File: src/mips_core_pkg.sv
`default_nettype none

package mips_core_pkg;

    localparam int DATA_W     = 32;
    localparam int REG_ADDR_W = 5;
    localparam int INST_W     = 32;
    localparam int REG_NUM    = 32;

    // sll r0 r0 0 and sll r0 r0 1
    localparam logic [INST_W-1:0] INST_NOP   = 32'h0000_0000;
    localparam logic [INST_W-1:0] INST_SSNOP = 32'h0000_0040;

    typedef enum logic [5:0] {
        OP_SPECIAL  = 6'b000000,
        OP_ADDI     = 6'b001000,
        OP_ADDIU    = 6'b001001,
        OP_SLTI     = 6'b001010,
        OP_SLTIU    = 6'b001011,
        OP_ANDI     = 6'b001100,
        OP_ORI      = 6'b001101,
        OP_XORI     = 6'b001110,
        OP_LUI      = 6'b001111,
        OP_SPECIAL2 = 6'b011100,
        OP_PREF     = 6'b110011
    } opcode_e;

    typedef enum logic [5:0] {
        FUNC_SLL  = 6'b000000,
        FUNC_SRL  = 6'b000010,
        FUNC_SRA  = 6'b000011,
        FUNC_SLLV = 6'b000100,
        FUNC_SRLV = 6'b000110,
        FUNC_SRAV = 6'b000111,
        FUNC_MOVZ = 6'b001010,
        FUNC_MOVN = 6'b001011,
        FUNC_SYNC = 6'b001111,
        FUNC_ADD  = 6'b100000,
        FUNC_ADDU = 6'b100001,
        FUNC_SUB  = 6'b100010,
        FUNC_SUBU = 6'b100011,
        FUNC_AND  = 6'b100100,
        FUNC_OR   = 6'b100101,
        FUNC_XOR  = 6'b100110,
        FUNC_NOR  = 6'b100111,
        FUNC_SLT  = 6'b101010,
        FUNC_SLTU = 6'b101011
    } func_e;

    typedef enum logic [3:0] {
        ALU_NOP  = 4'd0,
        ALU_AND  = 4'd1,
        ALU_OR   = 4'd2,
        ALU_XOR  = 4'd3,
        ALU_NOR  = 4'd4,
        ALU_SLL  = 4'd5,
        ALU_SRL  = 4'd6,
        ALU_SRA  = 4'd7,
        ALU_ADD  = 4'd8,
        ALU_SUB  = 4'd9,
        ALU_SLT  = 4'd10,
        ALU_SLTU = 4'd11,
        ALU_MOVN = 4'd12,
        ALU_MOVZ = 4'd13
    } alu_op_e;

    typedef struct packed {
        alu_op_e               alu_op;
        logic                  reg1_re;
        logic [REG_ADDR_W-1:0] reg1_addr;
        logic                  reg2_re;
        logic [REG_ADDR_W-1:0] reg2_addr;
        logic [DATA_W-1:0]     imm;
        logic                  we;
        logic [REG_ADDR_W-1:0] waddr;
        logic                  inst_ok;
    } dec_ctrl_t;

    typedef struct packed {
        logic                  valid;
        alu_op_e               alu_op;
        logic [DATA_W-1:0]     op1;
        logic [DATA_W-1:0]     op2;
        logic                  we;
        logic [REG_ADDR_W-1:0] waddr;
        logic                  invalid;
    } ex_req_t;

    typedef struct packed {
        logic                  valid;
        logic                  we;
        logic [REG_ADDR_W-1:0] addr;
        logic [DATA_W-1:0]     data;
        logic                  invalid;
    } wb_bus_t;

endpackage

`default_nettype wire

File: src/inst_decoder.sv
`timescale 1ns/100ps
`default_nettype none

module inst_decoder
    import mips_core_pkg::*;
(
    input  wire [INST_W-1:0] inst_i,
    output dec_ctrl_t        ctrl_o
);

    opcode_e               opcode;
    func_e                 func;
    logic [REG_ADDR_W-1:0] rs;
    logic [REG_ADDR_W-1:0] rt;
    logic [REG_ADDR_W-1:0] rd;
    logic [4:0]            shamt;
    logic [15:0]           imm16;
    alu_op_e               fn_op;
    alu_op_e               imm_op;
    logic [DATA_W-1:0]     imm_ext;
    logic                  is_nop;
    logic                  fixed_shift;

    assign opcode = opcode_e'(inst_i[31:26]);
    assign func   = func_e'(inst_i[5:0]);
    assign rs     = inst_i[25:21];
    assign rt     = inst_i[20:16];
    assign rd     = inst_i[15:11];
    assign shamt  = inst_i[10:6];
    assign imm16  = inst_i[15:0];

    assign is_nop      = (inst_i == INST_NOP) || (inst_i == INST_SSNOP);
    assign fixed_shift = (func == FUNC_SLL) || (func == FUNC_SRL) || (func == FUNC_SRA);

    // special group function to execute op
    always_comb begin
        case (func)
            FUNC_AND:             fn_op = ALU_AND;
            FUNC_OR:              fn_op = ALU_OR;
            FUNC_XOR:             fn_op = ALU_XOR;
            FUNC_NOR:             fn_op = ALU_NOR;
            FUNC_SLL, FUNC_SLLV:  fn_op = ALU_SLL;
            FUNC_SRL, FUNC_SRLV:  fn_op = ALU_SRL;
            FUNC_SRA, FUNC_SRAV:  fn_op = ALU_SRA;
            FUNC_ADD, FUNC_ADDU:  fn_op = ALU_ADD;
            FUNC_SUB, FUNC_SUBU:  fn_op = ALU_SUB;
            FUNC_SLT:             fn_op = ALU_SLT;
            FUNC_SLTU:            fn_op = ALU_SLTU;
            FUNC_MOVN:            fn_op = ALU_MOVN;
            FUNC_MOVZ:            fn_op = ALU_MOVZ;
            default:              fn_op = ALU_NOP;
        endcase
    end

    // immediate forms
    always_comb begin
        case (opcode)
            OP_ANDI:            imm_op = ALU_AND;
            OP_ORI, OP_LUI:     imm_op = ALU_OR;
            OP_XORI:            imm_op = ALU_XOR;
            OP_ADDI, OP_ADDIU:  imm_op = ALU_ADD;
            OP_SLTI:            imm_op = ALU_SLT;
            OP_SLTIU:           imm_op = ALU_SLTU;
            default:            imm_op = ALU_NOP;
        endcase

        case (opcode)
            OP_ANDI, OP_ORI, OP_XORI: imm_ext = {16'h0000, imm16};
            OP_LUI:                   imm_ext = {imm16, 16'h0000};
            default:                  imm_ext = {{16{imm16[15]}}, imm16};
        endcase
    end

    always_comb begin
        ctrl_o = '0;
        case (opcode)
            OP_SPECIAL: begin
                if (is_nop) begin
                    ctrl_o.inst_ok = 1'b1;
                end else if (shamt == 5'd0 || fixed_shift) begin
                    case (func)
                        FUNC_SLL, FUNC_SRL, FUNC_SRA: begin
                            // rt shifted by the shamt field
                            ctrl_o.alu_op    = fn_op;
                            ctrl_o.reg1_re   = 1'b1;
                            ctrl_o.reg1_addr = rt;
                            ctrl_o.imm       = DATA_W'(shamt);
                            ctrl_o.we        = 1'b1;
                            ctrl_o.waddr     = rd;
                            ctrl_o.inst_ok   = 1'b1;
                        end
                        FUNC_SLLV, FUNC_SRLV, FUNC_SRAV: begin
                            // rt shifted by rs
                            ctrl_o.alu_op    = fn_op;
                            ctrl_o.reg1_re   = 1'b1;
                            ctrl_o.reg1_addr = rt;
                            ctrl_o.reg2_re   = 1'b1;
                            ctrl_o.reg2_addr = rs;
                            ctrl_o.we        = 1'b1;
                            ctrl_o.waddr     = rd;
                            ctrl_o.inst_ok   = 1'b1;
                        end
                        FUNC_SYNC: begin
                            ctrl_o.inst_ok = 1'b1;
                        end
                        default: begin
                            if (fn_op != ALU_NOP) begin
                                ctrl_o.alu_op    = fn_op;
                                ctrl_o.reg1_re   = 1'b1;
                                ctrl_o.reg1_addr = rs;
                                ctrl_o.reg2_re   = 1'b1;
                                ctrl_o.reg2_addr = rt;
                                ctrl_o.we        = 1'b1;
                                ctrl_o.waddr     = rd;
                                ctrl_o.inst_ok   = 1'b1;
                            end
                        end
                    endcase
                end
            end
            OP_SPECIAL2: begin
                // no special2 function is implemented
                ctrl_o.inst_ok = 1'b0;
            end
            OP_ANDI, OP_ORI, OP_XORI, OP_LUI,
            OP_ADDI, OP_ADDIU, OP_SLTI, OP_SLTIU: begin
                ctrl_o.alu_op    = imm_op;
                // lui ors the shifted immediate into zero
                ctrl_o.reg1_re   = (opcode != OP_LUI);
                ctrl_o.reg1_addr = rs;
                ctrl_o.imm       = imm_ext;
                ctrl_o.we        = 1'b1;
                ctrl_o.waddr     = rt;
                ctrl_o.inst_ok   = 1'b1;
            end
            OP_PREF: begin
                ctrl_o.inst_ok = 1'b1;
            end
            default: begin
                ctrl_o.inst_ok = 1'b0;
            end
        endcase
    end

endmodule

`default_nettype wire

File: src/reg_file.sv
`timescale 1ns/100ps
`default_nettype none

module reg_file
    import mips_core_pkg::*;
(
    input  wire                  clk,
    input  wire                  rst_n_i,
    input  wire [REG_ADDR_W-1:0] rd1_addr_i,
    input  wire [REG_ADDR_W-1:0] rd2_addr_i,
    output logic [DATA_W-1:0]    rd1_data_o,
    output logic [DATA_W-1:0]    rd2_data_o,
    input  wire wb_bus_t         ex_fwd_i,
    input  wire wb_bus_t         wb_i
);

    logic [DATA_W-1:0] regs [REG_NUM];

    // r0 is never written
    always_ff @(posedge clk or negedge rst_n_i) begin
        if (!rst_n_i) begin
            for (int i = 0; i < REG_NUM; i++) begin
                regs[i] <= '0;
            end
        end else if (wb_i.valid && wb_i.we && wb_i.addr != '0) begin
            regs[wb_i.addr] <= wb_i.data;
        end
    end

    function automatic logic hit(input wb_bus_t bus, input logic [REG_ADDR_W-1:0] addr);
        return bus.valid && bus.we && (bus.addr == addr);
    endfunction

    // execute result first, then write-back, then storage
    function automatic logic [DATA_W-1:0] read_reg(input logic [REG_ADDR_W-1:0] addr);
        logic [DATA_W-1:0] val;
        if (addr == '0) begin
            val = '0;
        end else if (hit(ex_fwd_i, addr)) begin
            val = ex_fwd_i.data;
        end else if (hit(wb_i, addr)) begin
            val = wb_i.data;
        end else begin
            val = regs[addr];
        end
        return val;
    endfunction

    always_comb begin
        rd1_data_o = read_reg(rd1_addr_i);
        rd2_data_o = read_reg(rd2_addr_i);
    end

endmodule

`default_nettype wire

File: src/operand_stage.sv
`timescale 1ns/100ps
`default_nettype none

module operand_stage
    import mips_core_pkg::*;
(
    input  wire              clk,
    input  wire              rst_n_i,
    input  wire              inst_valid_i,
    input  wire dec_ctrl_t   ctrl_i,
    input  wire [DATA_W-1:0] rd1_data_i,
    input  wire [DATA_W-1:0] rd2_data_i,
    output ex_req_t          req_o
);

    logic [DATA_W-1:0] op1;
    logic [DATA_W-1:0] op2;

    // operand select
    assign op1 = ctrl_i.reg1_re ? rd1_data_i : '0;
    assign op2 = ctrl_i.reg2_re ? rd2_data_i : ctrl_i.imm;

    always_ff @(posedge clk or negedge rst_n_i) begin
        if (!rst_n_i) begin
            req_o <= '0;
        end else begin
            req_o.valid  <= inst_valid_i;
            req_o.alu_op <= ctrl_i.alu_op;
            req_o.op1    <= op1;
            req_o.op2    <= op2;
            req_o.waddr  <= ctrl_i.waddr;
            // a bubble carries neither a write nor an invalid flag
            req_o.we      <= inst_valid_i & ctrl_i.we;
            req_o.invalid <= inst_valid_i & ~ctrl_i.inst_ok;
        end
    end

endmodule

`default_nettype wire

File: src/alu.sv
`timescale 1ns/100ps
`default_nettype none

module alu
    import mips_core_pkg::*;
(
    input  wire            clk,
    input  wire            rst_n_i,
    input  wire ex_req_t   req_i,
    output wb_bus_t        ex_fwd_o,
    output wb_bus_t        wb_o
);

    logic [DATA_W-1:0] result;
    logic              wr_en;
    logic [4:0]        sa;

    assign sa = req_i.op2[4:0];

    always_comb begin
        result = '0;
        wr_en  = req_i.we;
        case (req_i.alu_op)
            ALU_AND:  result = req_i.op1 & req_i.op2;
            ALU_OR:   result = req_i.op1 | req_i.op2;
            ALU_XOR:  result = req_i.op1 ^ req_i.op2;
            ALU_NOR:  result = ~(req_i.op1 | req_i.op2);
            ALU_SLL:  result = req_i.op1 << sa;
            ALU_SRL:  result = req_i.op1 >> sa;
            ALU_SRA:  result = $signed(req_i.op1) >>> sa;
            ALU_ADD:  result = req_i.op1 + req_i.op2;
            ALU_SUB:  result = req_i.op1 - req_i.op2;
            ALU_SLT:  result = DATA_W'($signed(req_i.op1) < $signed(req_i.op2));
            ALU_SLTU: result = DATA_W'(req_i.op1 < req_i.op2);
            ALU_MOVN: begin
                // write only when rt is nonzero
                result = req_i.op1;
                wr_en  = req_i.we && (req_i.op2 != '0);
            end
            ALU_MOVZ: begin
                result = req_i.op1;
                wr_en  = req_i.we && (req_i.op2 == '0);
            end
            default: begin
                result = '0;
            end
        endcase
    end

    assign ex_fwd_o.valid   = req_i.valid;
    assign ex_fwd_o.we      = wr_en;
    assign ex_fwd_o.addr    = req_i.waddr;
    assign ex_fwd_o.data    = result;
    assign ex_fwd_o.invalid = req_i.invalid;

    // write-back stage
    always_ff @(posedge clk or negedge rst_n_i) begin
        if (!rst_n_i) begin
            wb_o <= '0;
        end else begin
            wb_o <= ex_fwd_o;
        end
    end

endmodule

`default_nettype wire

File: src/mips_core.sv
`timescale 1ns/100ps
`default_nettype none

module mips_core
    import mips_core_pkg::*;
(
    input  wire              clk,
    input  wire              rst_n_i,
    input  wire              inst_valid_i,
    input  wire [INST_W-1:0] inst_i,
    output wb_bus_t          wb_o
);

    dec_ctrl_t         dec_ctrl;
    logic [DATA_W-1:0] rd1_data;
    logic [DATA_W-1:0] rd2_data;
    ex_req_t           ex_req;
    wb_bus_t           ex_fwd;

    inst_decoder u_inst_decoder (
        .inst_i (inst_i),
        .ctrl_o (dec_ctrl)
    );

    // reads in the presentation cycle
    reg_file u_reg_file (
        .clk        (clk),
        .rst_n_i    (rst_n_i),
        .rd1_addr_i (dec_ctrl.reg1_addr),
        .rd2_addr_i (dec_ctrl.reg2_addr),
        .rd1_data_o (rd1_data),
        .rd2_data_o (rd2_data),
        .ex_fwd_i   (ex_fwd),
        .wb_i       (wb_o)
    );

    operand_stage u_operand_stage (
        .clk          (clk),
        .rst_n_i      (rst_n_i),
        .inst_valid_i (inst_valid_i),
        .ctrl_i       (dec_ctrl),
        .rd1_data_i   (rd1_data),
        .rd2_data_i   (rd2_data),
        .req_o        (ex_req)
    );

    // execute and write-back stage
    alu u_alu (
        .clk      (clk),
        .rst_n_i  (rst_n_i),
        .req_i    (ex_req),
        .ex_fwd_o (ex_fwd),
        .wb_o     (wb_o)
    );

endmodule

`default_nettype wire

File: config.mk
export PLATFORM = sky130hd
export DESIGN_NAME = mips_core
export DESIGN_NICKNAME = d
export VERILOG_FILES = /design/src/mips_core_pkg.sv /design/src/inst_decoder.sv /design/src/reg_file.sv /design/src/operand_stage.sv /design/src/alu.sv /design/src/mips_core.sv
export SDC_FILE = /design/constraint.sdc
export NUM_CORES = 2
export LEC_CHECK = 0
export ABC_CLOCK_PERIOD_IN_PS = 5300
export BUFFER_PORTS_ARGS = -buffer_cell sky130_fd_sc_hd__buf_4
export CORE_AREA = 4 4 422 424
export DETAILED_ROUTE_END_ITERATION = 12
export DIE_AREA = 0 0 426 428
export MAX_ROUTING_LAYER = met4
export SYNTH_ARGS = -nofsm -noshare
export SYNTH_HDL_FRONTEND = slang
export SYNTH_HIERARCHICAL = 1
export SYNTH_SLANG_ARGS = --single-unit
File: constraint.sdc
create_clock -name clk -period 5.3 [get_ports clk]
set_input_delay 0.53 -clock clk [delete_from_list [all_inputs] [get_ports clk]]
set_output_delay 0.53 -clock clk [all_outputs]
set_load 0.05 [all_outputs]
### After elaboration in Yosys (flattened, before gate mapping)

Memory sizes are Yosys's and may differ from the RTL's.
Cells that the tools add are included.

| cells by class | value |
|---|---|
| shifts and indexed selects | 3 |
| equality and inequality tests | 34 |
| bitwise operators | 10 |
| magnitude comparators | 6 |
| reduce and logical (&&, ||, !) cells | 34 |
| add/subtract/negate cells | 2 |
| mux-type cells | 35 |

Operators with widths:

| kind | count |
|---|---|
| $bwmux W1024 | 1 |
| $mux W32 | 13 |
| $pmux W32 S12 | 1 |
| $bmux W32 S5 | 2 |
| $demux W32 S5 | 1 |
| $pmux W38 S2 | 1 |
| $logic_not A32 Y1 | 2 |
| $lt A32 B32 Y1 | 2 |
| $pmux W32 S2 | 1 |
| $mux W55 | 1 |
| $eq A6 B4 Y1 const B | 9 |
| $mux W54 | 1 |
| $pmux W10 S2 | 2 |
| $add A32 B32 Y32 | 1 |
| $and A32 B32 Y32 | 1 |
| $eq A32 B7 Y1 const B | 1 |
| $not A32 Y32 | 1 |
| $or A32 B32 Y32 | 1 |
| $reduce_bool A32 Y1 | 1 |
| $shl A32 B5 Y32 | 1 |
| $shr A32 B5 Y32 | 1 |
| $sshr A32 B5 Y32 | 1 |
| $sub A32 B32 Y32 | 1 |
| $xor A32 B32 Y32 | 1 |
| other kinds (36) | 76 |

| storage, ports and cells | value |
|---|---|
| memory bits (read-only) | 304 |
| memories | 2 |
| bits in registers | 1140 |
| bits of input ports | 35 |
| output and inout port bits | 40 |

Memories:

| memory | words | bits a word | read ports | clocked after Yosys merged registers in | wr ports | line | text |
|---|---|---|---|---|---|---|---|
| (name not given) | 64 | 4 | 1 | 0 | 0 | inst_decoder.sv:37 | `case (func)` |
| (name not given) | 16 | 3 | 1 | 0 | 0 | inst_decoder.sv:57 | `case (opcode)` |

### Logic depth before layout (Yosys ltp)

| depth | value |
|---|---|
| depth after elaboration | 15 |
| mapped depth | 20 |

### Modules after synthesis

The synthesis kept the hierarchy.

By module, submodules not included:

| module | cells each | area an instance (µm²) | times used |
|---|---|---|---|
| reg_file | 3878 | 55841.1 | 1 |
| alu | 1411 | 9833.2 | 1 |
| operand_stage | 149 | 2670.1 | 1 |
| inst_decoder | 161 | 1112.3 | 1 |

### Least setup slack after synthesis

Ideal clock, no wire load.

| timing path | value |
|---|---|
| path kind | flip-flop to flip-flop |
| start | reg u_operand_stage/req_o[9] (netlist bit) |
| end | reg u_operand_stage/req_o[37] (netlist bit) |
| cell stages (with the launch flop) | 20 |
| arrival | 4316 ps |
| data required time | 5175 ps |
| slack | 860 ps |
| setup time | 125 ps |
| period minus slack after synthesis | 4440 ps |
| cell sequence | dfrtp_1 -> clkbuf_1 -> inv_1 -> buf_2 -> buf_2 -> clkbuf_1 -> ha_1 -> buf_6 -> nand2b_4 -> a221o_1 -> a211o_1 -> o211a_4 -> a211oi_1 -> a311o_1 -> a31oi_1 -> mux2i_1 -> a311o_1 -> a32oi_1 -> o31ai_1 -> mux2_2 |

RTL lines:

| item | line | text |
|---|---|---|
| start: declaration | operand_stage.sv:13 | `output ex_req_t req_o` |

==> impl_metrics.ini <==
[synth]
synth.avg_cell_area_um2 = 12.4
syn-num-nets = 5737
syn_area_mm2 = 0.0694
synthCells = 5598
synth_warnings = 6

[floorplanning]
dieArea_mm2 = 0.182
ios = 75
num_rows = 153
core-area_mm2 = 0.174
die_y_um = 428
initial_core_util = 0.400
die_w_um = 426

[pwr]
vdd_drop_max_uv = 290
total_power_uw = 18700
leakage_uw = 0.0335
power-per-cell-area_mw_per_mm2 = 239

[timing]
tns_ns = 0
finalSetupViolations = 0
finalCritPeriodShare = 0.897
worst_slew_pin_slew_ns = 1.52
finalClockSkew_ns = 0.0419
max_freq_ghz = 0.210
rsz0062_at_grt = no
hold_viol = 0
fin_crit_ns = 4.75
slew_viol_final = 2
relSlewSlack = -0.0245
setup_slack_ns = 0.546

[clock_tree]
cts_resized = 0
clkTransAtPathRegs_ns = 0.06
htree_num_levels = 3
cts_max_path_buffers = 3
cts_setup_buffers = 0
cts_buffers = 121
cts_root_buf = clkbuf_16
cts.sinks = 1140
clk_latency_ns = 0.77
cts_hold_buf = 2
cts_tree = built

[routing]
routedWlPerCell_um = 33.5
drtIter0Drc = 5702
via_per_inst = 6.58
drtAntennaViolNets = 0
routed_wl_um = 268000
drtPass1Iterations = 7
drc = 0
vias = 52600

[worst_setup_path]
start_kind = flip-flop
critPathBufInv = 4
path_class = flip-flop to flip-flop
path_common_cell = buf_4
crit_fanout = 7
critPathSlowestCell = dfrtp_1
cp-end-kind = flip-flop
cp.arrival_ns = 5.41
cpPeakStageDelay_ns = 0.75
cp_cell_sequence = inv_1 -> ha_1 -> nor2_1 -> o311ai_1 -> a211oi_1 -> buf_4 -> o21bai_1 -> a2111oi_4 -> buf_4 -> nor4b_1 -> o21a_1 -> xnor2_1 -> o211ai_1 -> buf_4 -> a32oi_1 -> o31ai_1 -> mux2_2
worst_ep_required_time_ns = 5.96
cp_top_family = compound AO/OA/AOI/OAI gates

[global_routing]
antenna_found_initial = 5
grt_max_degree = 156
overflow = 0
track_usage = 0.296
grt_pass1_vias = 52500
grt_pass1_wl_um = 385000

[min_path]
hold_path.class = primary input to flip-flop

[cells_and_area]
fin_area_mm2 = 0.0782
area_delta_synth_final_pct = 12.5
nNetsFinal = 5705
layout-drive-gt1-share = 0.381
final.fill_count = 15900

[flow_run]
maxCapViolations = 1

[placement]
post-dp-hpwl_um = 179000
placed_area_mm2 = 0.0740
gp_congestion = 0.981
preCtsSetupSlack_ns = 0.374
portBuffers = 74

[status]
status = complete, but fails checks
violations = capacitance limit, slew limit
==> final timing paths <==
| kind | start | to | slack [ns] | cells past startpoint |
|---|---|---|---|---|
| setup / recovery | u_operand_stage/req_o[40] | u_operand_stage/req_o[36] | 0.55 | 17 |
| hold / removal | inst_i[18] | u_operand_stage/req_o[3] | 0.06 | 3 |
| setup reg to reg | u_operand_stage/req_o[40] | u_operand_stage/req_o[36] | 0.55 | 17 |
| hold reg to reg | u_operand_stage/req_o[0] | u_alu/wb_o[0] | 0.36 | 0 |
| max in group asynchronous | rst_n_i | u_reg_file/regs[989] | 3.36 | 3 |
| min in group asynchronous | rst_n_i | u_reg_file/regs[426] | 0.42 | 2 |
==> cell usage in the layout, fill, tap and decap left out, drive strengths merged, types with 26 or more instances in the layout <==
cell and count:
a211oi 112, a21o 53, a21oi 140, a22o 72, a22oi 34, a32oi 34, and2 41, buf 445
clkbuf 181, dfrtp 1140, ha 102, inv 114, mux2 1034, mux2i 366, mux4 403, nand2 188
nand2b 27, nand3 55, nand4 71, nor2 225, nor3 59, nor4 26, o2111ai 34, o211ai 52
o21ai 156, o221ai 71, o22a 28, o22ai 48, o31ai 30, xnor2 38
==> per-layer routing <==
| metal | wire length [um] | vias up | track usage |
|---|---|---|---|
| met5 | 0 | - | - |
| met4 | 14400 | 0 | 0.135 |
| met3 | 24000 | 659 | 0.0661 |
| met2 | 121000 | 2623 | 0.442 |
| met1 | 108000 | 27900 | 0.384 |
| li1 | - | 21400 | - |
==> sequential cells by signal, indices dropped and copies added, names as in the netlist <==
name	cells
u_reg_file/regs	1024
u_operand_stage/req_o	76
u_alu/wb_o	40
==> area by class of cell <==
cell class,instances,area (um^2),area share
clock buffer,181,3610,0.0461
antenna,6,15.0,0.000192
inverter,110,413,0.00528
sequential,1140,28500,0.365
tap,2325,2910,0.0372
multi-input combinational,3746,37800,0.484
timing repair buffer,447,4320,0.0553
clock inverter,42,529,0.00677
==> worst reg2reg max path: cells and delay by family (launching register included) <==
kind | cells | cell delay, ns
compound gates | 8 | 1.88
fa+ha+maj | 1 | 0.38
simple gates | 2 | 0.42
xor+xnor | 1 | 0.13
buf+inv | 4 | 0.79
flops | 1 | 0.75
mux | 1 | 0.31
==> stage by stage <==
stage               hold slack, ns   util  instances
finish                      0.0617  0.450       7997
global route                0.0344  0.450       7994
floorplan                    0.234      -       5598
CTS                         0.0153  0.450       7991
global placement             0.334  0.426       7766
detailed placement           0.347  0.426       7766
==> power breakdown <==
part	switching, uW	internal, uW	leakage (uW)	total, uW
clock	3690	5170	0.00204	8860
combinational	758	300	0.0156	1060
sequential	41.5	8730	0.0159	8770
No activity file was read; power rests on OpenSTA's default activity.
